<file path="src/common/cpu_params.svh">
`ifndef CPU_PARAMS_SVH
`define CPU_PARAMS_SVH

// Data word and instruction width.
`define WORD_WIDTH 16

`define NUM_REGS 8

`define REG_IDX_WIDTH 3

`endif
</file>
<file path="src/common/cpu_pkg.sv">
`default_nettype none

package cpu_pkg;

    typedef enum logic [2:0] {
        OPC_ALU = 3'b101,
        OPC_MOV = 3'b110
    } opcode_e;

    // Inside MOV, ALU_AND marks the immediate form and ALU_ADD the register form.
    typedef enum logic [1:0] {
        ALU_ADD = 2'd0,
        ALU_CMP = 2'd1,
        ALU_AND = 2'd2,
        ALU_MVN = 2'd3
    } alu_op_e;

    typedef enum logic [1:0] {
        SH_NONE = 2'd0,
        SH_LSL1 = 2'd1,
        SH_LSR1 = 2'd2,
        SH_ASR1 = 2'd3
    } shift_op_e;

    typedef enum logic [1:0] {
        SEL_RM = 2'd0,
        SEL_RD = 2'd1,
        SEL_RN = 2'd2
    } reg_sel_e;

    typedef enum logic [1:0] {
        WB_C    = 2'd0,
        WB_IMM8 = 2'd2
    } wb_sel_e;

    typedef enum logic [4:0] {
        ST_WAIT, ST_MOV_IMM,
        ST_MOV_R1, ST_MOV_R2, ST_MOV_R3,
        ST_MVN1, ST_MVN2, ST_MVN3,
        ST_ADD1, ST_ADD2, ST_ADD3, ST_ADD4,
        ST_CMP1, ST_CMP2, ST_CMP3, ST_CMP4,
        ST_AND1, ST_AND2, ST_AND3, ST_AND4
    } state_e;

endpackage

`default_nettype wire

</file>
<file path="src/hw/cpu_top.sv">
`timescale 1ns/1ns
`default_nettype none

`include "cpu_params.svh"

module cpu_top (
    input  wire logic                   clk,
    input  wire logic                   rst_n,
    input  wire logic [`WORD_WIDTH-1:0] instr,
    input  wire logic                   load,
    input  wire logic                   start,
    output logic                        waiting,
    output logic [`WORD_WIDTH-1:0]      result,
    output logic                        z,
    output logic                        n,
    output logic                        v
);

    cpu_pkg::opcode_e            opcode;
    cpu_pkg::alu_op_e            alu_op;
    cpu_pkg::shift_op_e          shift_op;
    cpu_pkg::reg_sel_e           reg_sel;
    cpu_pkg::wb_sel_e            wb_sel;
    logic [`REG_IDX_WIDTH-1:0]   reg_idx;
    logic [`WORD_WIDTH-1:0]      sximm8;
    logic                        en_a;
    logic                        en_b;
    logic                        en_c;
    logic                        en_status;
    logic                        sel_a;
    logic                        w_en;

    instr_decoder instr_decoder_i (
        .clk      (clk),
        .rst_n    (rst_n),
        .instr    (instr),
        .load     (load),
        .reg_sel  (reg_sel),
        .opcode   (opcode),
        .alu_op   (alu_op),
        .shift_op (shift_op),
        .reg_idx  (reg_idx),
        .sximm8   (sximm8)
    );

    controller controller_i (
        .clk       (clk),
        .rst_n     (rst_n),
        .start     (start),
        .opcode    (opcode),
        .alu_op    (alu_op),
        .shift_op  (shift_op),
        .waiting   (waiting),
        .en_a      (en_a),
        .en_b      (en_b),
        .en_c      (en_c),
        .en_status (en_status),
        .sel_a     (sel_a),
        .w_en      (w_en),
        .reg_sel   (reg_sel),
        .wb_sel    (wb_sel)
    );

    datapath datapath_i (
        .clk       (clk),
        .rst_n     (rst_n),
        .en_a      (en_a),
        .en_b      (en_b),
        .en_c      (en_c),
        .en_status (en_status),
        .sel_a     (sel_a),
        .w_en      (w_en),
        .wb_sel    (wb_sel),
        .reg_idx   (reg_idx),
        .alu_op    (alu_op),
        .shift_op  (shift_op),
        .sximm8    (sximm8),
        .result    (result),
        .z         (z),
        .n         (n),
        .v         (v)
    );

endmodule

`default_nettype wire

</file>
<file path="src/datapath/datapath.sv">
`timescale 1ns/1ns
`default_nettype none

`include "cpu_params.svh"

module datapath (
    input  wire logic                      clk,
    input  wire logic                      rst_n,
    input  wire logic                      en_a,
    input  wire logic                      en_b,
    input  wire logic                      en_c,
    input  wire logic                      en_status,
    input  wire logic                      sel_a,
    input  wire logic                      w_en,
    input  wire cpu_pkg::wb_sel_e          wb_sel,
    input  wire logic [`REG_IDX_WIDTH-1:0] reg_idx,
    input  wire cpu_pkg::alu_op_e          alu_op,
    input  wire cpu_pkg::shift_op_e        shift_op,
    input  wire logic [`WORD_WIDTH-1:0]    sximm8,
    output logic [`WORD_WIDTH-1:0]         result,
    output logic                           z,
    output logic                           n,
    output logic                           v
);

    logic [`WORD_WIDTH-1:0] rdata;
    logic [`WORD_WIDTH-1:0] wdata;
    logic [`WORD_WIDTH-1:0] a_reg;
    logic [`WORD_WIDTH-1:0] b_reg;
    logic [`WORD_WIDTH-1:0] c_reg;
    logic [`WORD_WIDTH-1:0] alu_in_a;
    logic [`WORD_WIDTH-1:0] alu_out;
    logic                   z_next;
    logic                   n_next;
    logic                   v_next;

    assign wdata = (wb_sel == cpu_pkg::WB_IMM8) ? sximm8 : c_reg;

    regfile regfile_i (
        .clk   (clk),
        .w_en  (w_en),
        .idx   (reg_idx),
        .wdata (wdata),
        .rdata (rdata)
    );

    // Zeroed A turns the ALU into a pass of the shifted B.
    assign alu_in_a = sel_a ? '0 : a_reg;

    alu_shift alu_shift_i (
        .a        (alu_in_a),
        .b        (b_reg),
        .alu_op   (alu_op),
        .shift_op (shift_op),
        .result   (alu_out),
        .z        (z_next),
        .n        (n_next),
        .v        (v_next)
    );

    always_ff @(posedge clk) begin
        if (!rst_n) begin
            a_reg <= '0;
            b_reg <= '0;
            c_reg <= '0;
            z     <= 1'b0;
            n     <= 1'b0;
            v     <= 1'b0;
        end else begin
            if (en_a) a_reg <= rdata;
            if (en_b) b_reg <= rdata;
            if (en_c) c_reg <= alu_out;
            if (en_status) begin
                z <= z_next;
                n <= n_next;
                v <= v_next;
            end
        end
    end

    assign result = c_reg;

endmodule

`default_nettype wire

</file>
<file path="src/datapath/alu_shift.sv">
`timescale 1ns/1ns
`default_nettype none

`include "cpu_params.svh"

module alu_shift (
    input  wire logic [`WORD_WIDTH-1:0] a,
    input  wire logic [`WORD_WIDTH-1:0] b,
    input  wire cpu_pkg::alu_op_e       alu_op,
    input  wire cpu_pkg::shift_op_e     shift_op,
    output logic [`WORD_WIDTH-1:0]      result,
    output logic                        z,
    output logic                        n,
    output logic                        v
);

    localparam int MSB = `WORD_WIDTH - 1;

    logic [`WORD_WIDTH-1:0] b_sh;
    logic [`WORD_WIDTH-1:0] diff;

    always_comb begin
        case (shift_op)
            cpu_pkg::SH_LSL1: b_sh = {b[MSB-1:0], 1'b0};
            cpu_pkg::SH_LSR1: b_sh = {1'b0, b[MSB:1]};
            cpu_pkg::SH_ASR1: b_sh = {b[MSB], b[MSB:1]};
            default:          b_sh = b;
        endcase
    end

    assign diff = a - b_sh;

    always_comb begin
        case (alu_op)
            cpu_pkg::ALU_ADD: result = a + b_sh;
            cpu_pkg::ALU_CMP: result = diff;
            cpu_pkg::ALU_AND: result = a & b_sh;
            default:          result = ~b_sh;
        endcase
    end

    assign z = (result == '0);
    assign n = result[MSB];

    // Signed overflow of a - b when operand signs differ and the sign flips from a.
    assign v = (a[MSB] ^ b_sh[MSB]) & (diff[MSB] ^ a[MSB]);

endmodule

`default_nettype wire

</file>
<file path="src/datapath/regfile.sv">
`timescale 1ns/1ns
`default_nettype none

`include "cpu_params.svh"

module regfile (
    input  wire logic                      clk,
    input  wire logic                      w_en,
    input  wire logic [`REG_IDX_WIDTH-1:0] idx,
    input  wire logic [`WORD_WIDTH-1:0]    wdata,
    output logic [`WORD_WIDTH-1:0]         rdata
);

    logic [`WORD_WIDTH-1:0] regs [`NUM_REGS];

    always_ff @(posedge clk) begin
        if (w_en) begin
            regs[idx] <= wdata;
        end
    end

    assign rdata = regs[idx];

endmodule

`default_nettype wire

</file>
<file path="src/hw/controller.sv">
`timescale 1ns/1ns
`default_nettype none

module controller (
    input  wire logic                 clk,
    input  wire logic                 rst_n,
    input  wire logic                 start,
    input  wire cpu_pkg::opcode_e     opcode,
    input  wire cpu_pkg::alu_op_e     alu_op,
    input  wire cpu_pkg::shift_op_e   shift_op,
    output logic                      waiting,
    output logic                      en_a,
    output logic                      en_b,
    output logic                      en_c,
    output logic                      en_status,
    output logic                      sel_a,
    output logic                      w_en,
    output cpu_pkg::reg_sel_e         reg_sel,
    output cpu_pkg::wb_sel_e          wb_sel
);

    cpu_pkg::state_e state;
    cpu_pkg::state_e start_state;

    // Entry state for the decoded instruction; unsupported pairs stay idle.
    always_comb begin
        start_state = cpu_pkg::ST_WAIT;
        if (opcode == cpu_pkg::OPC_ALU) begin
            case (alu_op)
                cpu_pkg::ALU_ADD: start_state = cpu_pkg::ST_ADD1;
                cpu_pkg::ALU_CMP: start_state = cpu_pkg::ST_CMP1;
                cpu_pkg::ALU_AND: start_state = cpu_pkg::ST_AND1;
                default:          start_state = cpu_pkg::ST_MVN1;
            endcase
        end else if (opcode == cpu_pkg::OPC_MOV) begin
            if (alu_op == cpu_pkg::ALU_AND) begin
                start_state = cpu_pkg::ST_MOV_IMM;
            end else if (alu_op == cpu_pkg::ALU_ADD) begin
                start_state = cpu_pkg::ST_MOV_R1;
            end
        end
    end

    always_ff @(posedge clk) begin
        if (!rst_n) begin
            state <= cpu_pkg::ST_WAIT;
        end else begin
            case (state)
                cpu_pkg::ST_WAIT:   state <= start ? start_state : cpu_pkg::ST_WAIT;
                cpu_pkg::ST_MOV_R1: state <= cpu_pkg::ST_MOV_R2;
                cpu_pkg::ST_MOV_R2: state <= cpu_pkg::ST_MOV_R3;
                cpu_pkg::ST_MVN1:   state <= cpu_pkg::ST_MVN2;
                cpu_pkg::ST_MVN2:   state <= cpu_pkg::ST_MVN3;
                cpu_pkg::ST_ADD1:   state <= cpu_pkg::ST_ADD2;
                cpu_pkg::ST_ADD2:   state <= cpu_pkg::ST_ADD3;
                cpu_pkg::ST_ADD3:   state <= cpu_pkg::ST_ADD4;
                cpu_pkg::ST_CMP1:   state <= cpu_pkg::ST_CMP2;
                cpu_pkg::ST_CMP2:   state <= cpu_pkg::ST_CMP3;
                cpu_pkg::ST_CMP3:   state <= cpu_pkg::ST_CMP4;
                cpu_pkg::ST_AND1:   state <= cpu_pkg::ST_AND2;
                cpu_pkg::ST_AND2:   state <= cpu_pkg::ST_AND3;
                cpu_pkg::ST_AND3:   state <= cpu_pkg::ST_AND4;
                default:            state <= cpu_pkg::ST_WAIT;
            endcase
        end
    end

    always_comb begin
        waiting   = 1'b0;
        en_a      = 1'b0;
        en_b      = 1'b0;
        en_c      = 1'b0;
        en_status = 1'b0;
        sel_a     = 1'b0;
        w_en      = 1'b0;
        reg_sel   = cpu_pkg::SEL_RM;
        wb_sel    = cpu_pkg::WB_C;
        case (state)
            cpu_pkg::ST_WAIT: waiting = 1'b1;
            cpu_pkg::ST_MOV_IMM: begin
                w_en    = 1'b1;
                reg_sel = cpu_pkg::SEL_RN;
                wb_sel  = cpu_pkg::WB_IMM8;
            end
            cpu_pkg::ST_ADD1, cpu_pkg::ST_CMP1, cpu_pkg::ST_AND1: begin
                en_a    = 1'b1;
                reg_sel = cpu_pkg::SEL_RN;
            end
            // Rm goes into B, then through the shifter.
            cpu_pkg::ST_ADD2, cpu_pkg::ST_CMP2, cpu_pkg::ST_AND2,
            cpu_pkg::ST_MOV_R1, cpu_pkg::ST_MVN1: en_b = 1'b1;
            cpu_pkg::ST_ADD3, cpu_pkg::ST_AND3: en_c = 1'b1;
            cpu_pkg::ST_MOV_R2, cpu_pkg::ST_MVN2: begin
                en_c  = 1'b1;
                sel_a = 1'b1;
            end
            cpu_pkg::ST_CMP4: en_status = 1'b1;
            cpu_pkg::ST_ADD4, cpu_pkg::ST_AND4,
            cpu_pkg::ST_MOV_R3, cpu_pkg::ST_MVN3: begin
                w_en    = 1'b1;
                reg_sel = cpu_pkg::SEL_RD;
            end
            default: ;
        endcase
    end

    a_wen_status_excl: assert property (@(posedge clk) disable iff (!rst_n)
        !(w_en && en_status));

    a_idle_quiet: assert property (@(posedge clk) disable iff (!rst_n)
        state == cpu_pkg::ST_WAIT |-> !(en_a || en_b || en_c || en_status || w_en));

endmodule

`default_nettype wire

</file>
<file path="src/hw/instr_decoder.sv">
`timescale 1ns/1ns
`default_nettype none

`include "cpu_params.svh"

module instr_decoder (
    input  wire logic                      clk,
    input  wire logic                      rst_n,
    input  wire logic [`WORD_WIDTH-1:0]    instr,
    input  wire logic                      load,
    input  wire cpu_pkg::reg_sel_e         reg_sel,
    output cpu_pkg::opcode_e               opcode,
    output cpu_pkg::alu_op_e               alu_op,
    output cpu_pkg::shift_op_e             shift_op,
    output logic [`REG_IDX_WIDTH-1:0]      reg_idx,
    output logic [`WORD_WIDTH-1:0]         sximm8
);

    logic [`WORD_WIDTH-1:0] ir;

    always_ff @(posedge clk) begin
        if (!rst_n) begin
            ir <= '0;
        end else if (load) begin
            ir <= instr;
        end
    end

    assign opcode = cpu_pkg::opcode_e'(ir[15:13]);

    // The MOV register form encodes op 00, so the ALU adds the shifted Rm to zero.
    assign alu_op = cpu_pkg::alu_op_e'(ir[12:11]);

    assign shift_op = cpu_pkg::shift_op_e'(ir[4:3]);

    always_comb begin
        case (reg_sel)
            cpu_pkg::SEL_RN: reg_idx = ir[10:8];
            cpu_pkg::SEL_RD: reg_idx = ir[7:5];
            default:         reg_idx = ir[2:0];
        endcase
    end

    assign sximm8 = {{(`WORD_WIDTH-8){ir[7]}}, ir[7:0]};

endmodule

`default_nettype wire

</file>
<file path="config.mk">
export PLATFORM = sky130hd
export DESIGN_NAME = cpu_top
export DESIGN_NICKNAME = d
export VERILOG_FILES = /design/src/common/cpu_pkg.sv /design/src/hw/cpu_top.sv /design/src/datapath/datapath.sv /design/src/datapath/alu_shift.sv /design/src/datapath/regfile.sv /design/src/hw/controller.sv /design/src/hw/instr_decoder.sv
export VERILOG_INCLUDE_DIRS = /design/src /design/src/common
export SDC_FILE = /design/constraint.sdc
export NUM_CORES = 1
export LEC_CHECK = 0
export ABC_AREA = 0
export BUFFER_PORTS_ARGS = -buffer_cell sky130_fd_sc_hd__buf_2
export CORE_MARGIN = 1
export CORE_UTILIZATION = 45
export DETAILED_ROUTE_END_ITERATION = 16
export PLACE_DENSITY = 0.57
export SLEW_MARGIN = 20
export SYNTH_ARGS = -nofsm -noshare
export SYNTH_HDL_FRONTEND = slang
export SYNTH_SLANG_ARGS = --single-unit
</file>
<file path="constraint.sdc">
create_clock -name clk -period 6.2 [get_ports clk]
set_input_delay 0.93 -clock clk [delete_from_list [all_inputs] [get_ports clk]]
set_output_delay 0.93 -clock clk [all_outputs]
set_load 0.02 [all_outputs]
</file>
==> summary.md <==
• slowest cell delay on critical path: 0.68 ns
• kind of start point of the critical path: flip-flop
• worst slew pin tran: 0.787 ns
• proportion of synthesized area in mux cells: 13.5%
• number of enable-type register cells in the synthesized netlist: 128
• clock root buffer: sky130_fd_sc_hd__clkbuf_16
• most flop-heavy register: datapath_i.regfile_i.regs
• pin count of the biggest net entering global routing: 70
• critical path data required time: 6.59 ns
• main combinational cell family by area after synthesis: compound AO/OA/AOI/OAI gates
• post-layout net count: 988
• RSZ-0062 raised after global routing: false
• run status: complete, no violations
• Pre-antenna DRT Iters: 5
• flops & latches, synth: 200
• compound-gate portion of the synthesized area: 14.1%
• Post CTS Setup Buffer Count: 0
• part of the cycle the worst path needs: 75.1%
• flip-flop cell with the highest count after synthesis: sky130_fd_sc_hd__edfxtp_1
• layout overhead on the synthesized area: 10.9%
• routability cong.: 0.852
• maximum count of clock buffers along a single path: 2
• initial cell density of the core: 46.3%
• Core Box Area: 0.0229 mm^2
• peak clock frequency supported by timing: 215 MHz
• DRC violations left: 0
• Static Leakage: 4.86 nW
• Arrival @ worst endpoint: 5.04 ns
• final HPWL from detailed placement: 18600 um
• family with the most delay on the worst path: simple AND/OR/NAND/NOR gates
• overall power: 2.89 mW
• final setup vio count: 0
• number of inserted diodes: 0
• sequential cell area fraction in the yosys report: 49.8%
• all-layer global routing usage: 22.1%
• crit path max fanout: 17
• via count of the first global-routing pass: 6862
• cell area after layout: 0.0118 mm^2
• time the final worst path needs with I/O delays and setup: 4.65 ns
• Hold Fails Final Rpt: 0
• average cell area after synthesis: 11.6 um^2
• number of filler instances in the final layout: 2084
• Final Routed Wirelength: 25500 um
• number of flip-flops in the largest register: 128
• adder and majority cell fraction of the synthesized area: 4.39%
• Buf+Inv Stages, Crit Path: 1
• initial antenna violation count: 1
• Worst IR Drop VDD: 0.185 mV
• aggregate negative setup slack: 0 ns
• first-iteration detailed-routing DRC count: 678
• Max H-tree Level: 4
• Wirelength per Cell: 20.2 um
• post-synthesis instance area: 0.0106 mm^2
• area of the die: 0.0242 mm^2
• vias per std cell: 5.68
• Remaining Overflow, GRT: 0
• number of distinct library cells after synthesis: 81
• critical setup path kind: reg -> reg
• count of warnings emitted by yosys: 0
• setup skew after layout: 0.0184 ns
• fraction of final layout cells with drive strength greater than 1: 16.9%
• type of element capturing the critical path: flip-flop
• first-pass GRT wire length: 40300 um
• clock input transition at the sequential cells of the worst setup and hold paths: 0.08 ns
• Post-CTS Resized: 0
• number of nets with antenna violations after detailed routing: 0
• Synth Area in Simple Gates: 12.9%
• worst min path class: reg -> reg
• CTS tree: done
• PD cells: 246 mW/mm^2
• Critical Path Slowest Stage Cell: sky130_fd_sc_hd__dfxtp_1
• number of placement rows: 55
• TritonCTS Buffers: 17
• gate count of the mapped netlist: 917
• clock sink total: 200
• Max Cap Violations: 0
• CP Cell Sequence: xor2_1 -> nand4b_1 -> nand2_1 -> inv_1 -> ha_1 -> fa_1 -> nor2b_1 -> o31ai_1 -> a21oi_1 -> mux2i_1 -> or4_4 -> a2111oi_4 -> nand4_1 -> nor4_1 -> a31o_1
• number of hold-repair buffers added at the cts stage: 0
• height of the die: 156 um
• post-route core utilization: 51.4%
• share of the synthesized netlist area taken by xor and xnor gates: 1.32%
• Placement Cell Area: 0.0111 mm^2
• number of buffer cells added on primary ports: 39
• floorplan die width: 156 um
• relative max-transition margin: 47.3%
• post-synthesis async set-or-reset flop share: 0%
• max-slew violation count: 0
• Syn Nets: 973
• Vias: 7149
• clock latency on the worst-skew pair: 0.44 ns
• # IOs: 40
==> where the power goes <==
group | internal (mW) | leakage [nW] | switching (mW) | total, mW
clock | 0.622 | 0.305 | 0.542 | 1.16
sequential | 1.41 | 1.77 | 0.0179 | 1.43
combinational | 0.128 | 2.79 | 0.170 | 0.298
total | 2.16 | 4.86 | 0.729 | 2.89
==> cell families (layout without fill, tap and decap cells) <==
group	Yosys count	in the layout
multiplexers	99	99
buffers and inverters	102	130
flip-flops	200	200
AO/OA/AOI/OAI	197	197
adder cells (fa/ha/maj)	36	36
XOR/XNOR	16	16
AND/OR/NAND/NOR	267	267
==> routing by layer <==
| metal | up-vias | routed length (um) | track usage, % |
|---|---|---|---|
| li1 | 3452 | - | - |
| met1 | 3539 | 12700 | 33.1 |
| met2 | 127 | 11600 | 33.8 |
| met3 | 31 | 793 | 2.81 |
| met4 | 0 | 358 | 5.93 |
| met5 | - | 0 | 0 |
==> path summary, 6_finish.rpt <==
check,startpoint,to,slack (ns),depth (start not counted)
setup / recovery,controller_i.state[0],datapath_i.z,1.55,15
hold / removal,datapath_i.result[14],datapath_i.result[14],0.48,2
setup reg to reg,controller_i.state[0],datapath_i.z,1.55,15
hold reg to reg,datapath_i.result[14],datapath_i.result[14],0.48,2
==> worst reg2reg max path, cell delays in order (launching register included) <==
cell and delay [ns]:
sky130_fd_sc_hd__dfxtp_1 0.68, sky130_fd_sc_hd__xor2_1 0.20, sky130_fd_sc_hd__nand4b_1 0.45, sky130_fd_sc_hd__nand2_1 0.31
sky130_fd_sc_hd__inv_1 0.06, sky130_fd_sc_hd__ha_1 0.24, sky130_fd_sc_hd__fa_1 0.49, sky130_fd_sc_hd__nor2b_1 0.17
sky130_fd_sc_hd__o31ai_1 0.41, sky130_fd_sc_hd__a21oi_1 0.15, sky130_fd_sc_hd__mux2i_1 0.14, sky130_fd_sc_hd__or4_4 0.45
sky130_fd_sc_hd__a2111oi_4 0.19, sky130_fd_sc_hd__nand4_1 0.20, sky130_fd_sc_hd__nor4_1 0.34, sky130_fd_sc_hd__a31o_1 0.13
==> through the flow <==
step / setup slack [ns] / std cells / hold slack, ns
after floorplan: 1.68 / 917 / 0.464
after global placement: 1.52 / 1226 / 0.457
after detailed placement: 1.47 / 1226 / 0.465
after CTS: 1.45 / 1258 / 0.475
after global routing: 1.06 / 1258 / 0.492
final: 1.55 / 1258 / 0.476
==> area by class of cell <==
type | count | area (um^2) | area share, %
multi-input cells | 615 | 4970 | 42.2
flip-flops and latches | 200 | 5290 | 44.9
inverters | 38 | 143 | 1.21
well taps | 313 | 392 | 3.33
repair buffers | 60 | 353 | 3.00
clock buffers | 18 | 429 | 3.65
clock inverters | 14 | 200 | 1.70
==> Yosys cell counts, types with 6 or more instances <==
cell type	instances	area (um^2)
sky130_fd_sc_hd__edfxtp_1	128	3840
sky130_fd_sc_hd__nand2_1	82	308
sky130_fd_sc_hd__dfxtp_1	72	1440
sky130_fd_sc_hd__mux2i_1	57	571
sky130_fd_sc_hd__nor2_1	54	203
sky130_fd_sc_hd__clkbuf_1	40	150
sky130_fd_sc_hd__a21oi_1	38	190
sky130_fd_sc_hd__inv_1	38	143
sky130_fd_sc_hd__mux4_2	35	788
sky130_fd_sc_hd__ha_1	34	425
sky130_fd_sc_hd__o211a_1	34	340
sky130_fd_sc_hd__nor2b_1	29	181
sky130_fd_sc_hd__o21ai_0	26	130
sky130_fd_sc_hd__nor3_1	22	110
sky130_fd_sc_hd__and2_1	21	131
sky130_fd_sc_hd__buf_2	17	85.1
sky130_fd_sc_hd__a21o_1	14	105
sky130_fd_sc_hd__xnor2_1	12	105
sky130_fd_sc_hd__a21boi_0	8	60.1
sky130_fd_sc_hd__nor3b_1	8	60.1
sky130_fd_sc_hd__o211ai_1	8	60.1
sky130_fd_sc_hd__a211oi_1	7	52.6
sky130_fd_sc_hd__mux2_2	7	78.8
sky130_fd_sc_hd__nand3_1	7	35.0
sky130_fd_sc_hd__a22oi_1	6	45.0
sky130_fd_sc_hd__nand4_1	6	37.5
sky130_fd_sc_hd__o21a_1	6	45.0
==> cell usage in the layout (no fill, tap or decap), types with 4 or more instances in the layout <==
cell type | Yosys | final
sky130_fd_sc_hd__xnor2_1 | 12 | 12
sky130_fd_sc_hd__edfxtp_1 | 128 | 128
sky130_fd_sc_hd__a22oi_1 | 6 | 6
sky130_fd_sc_hd__clkbuf_16 | 0 | 17
sky130_fd_sc_hd__a21oi_1 | 38 | 36
sky130_fd_sc_hd__inv_6 | 0 | 5
sky130_fd_sc_hd__and3_1 | 4 | 4
sky130_fd_sc_hd__nand3_1 | 7 | 7
sky130_fd_sc_hd__dfxtp_1 | 72 | 72
sky130_fd_sc_hd__nand3b_1 | 5 | 5
sky130_fd_sc_hd__mux2_2 | 7 | 7
sky130_fd_sc_hd__o211a_1 | 34 | 34
sky130_fd_sc_hd__nand4_1 | 6 | 6
sky130_fd_sc_hd__buf_4 | 4 | 21
sky130_fd_sc_hd__ha_1 | 34 | 34
sky130_fd_sc_hd__xor2_1 | 4 | 4
sky130_fd_sc_hd__o211ai_1 | 8 | 8
sky130_fd_sc_hd__buf_2 | 17 | 39
sky130_fd_sc_hd__o21bai_1 | 4 | 4
sky130_fd_sc_hd__nand2b_1 | 4 | 4
sky130_fd_sc_hd__nor3_1 | 22 | 20
sky130_fd_sc_hd__and2_1 | 21 | 21
sky130_fd_sc_hd__o31ai_1 | 5 | 5
sky130_fd_sc_hd__nor3b_2 | 0 | 4
sky130_fd_sc_hd__o21ai_0 | 26 | 26
sky130_fd_sc_hd__nor2b_1 | 29 | 29
sky130_fd_sc_hd__mux2i_1 | 57 | 57
sky130_fd_sc_hd__nand2_1 | 82 | 82
sky130_fd_sc_hd__o21a_1 | 6 | 6
sky130_fd_sc_hd__a21boi_0 | 8 | 8
sky130_fd_sc_hd__nor3b_1 | 8 | 4
sky130_fd_sc_hd__clkinv_8 | 0 | 4
sky130_fd_sc_hd__a21o_1 | 14 | 14
sky130_fd_sc_hd__nor2_1 | 54 | 54
sky130_fd_sc_hd__inv_1 | 38 | 38
sky130_fd_sc_hd__mux4_2 | 35 | 35
sky130_fd_sc_hd__a211oi_1 | 7 | 7
sky130_fd_sc_hd__a31oi_1 | 4 | 4
sky130_fd_sc_hd__nor4_1 | 4 | 4
No activity file was read; power rests on OpenSTA's default activity.
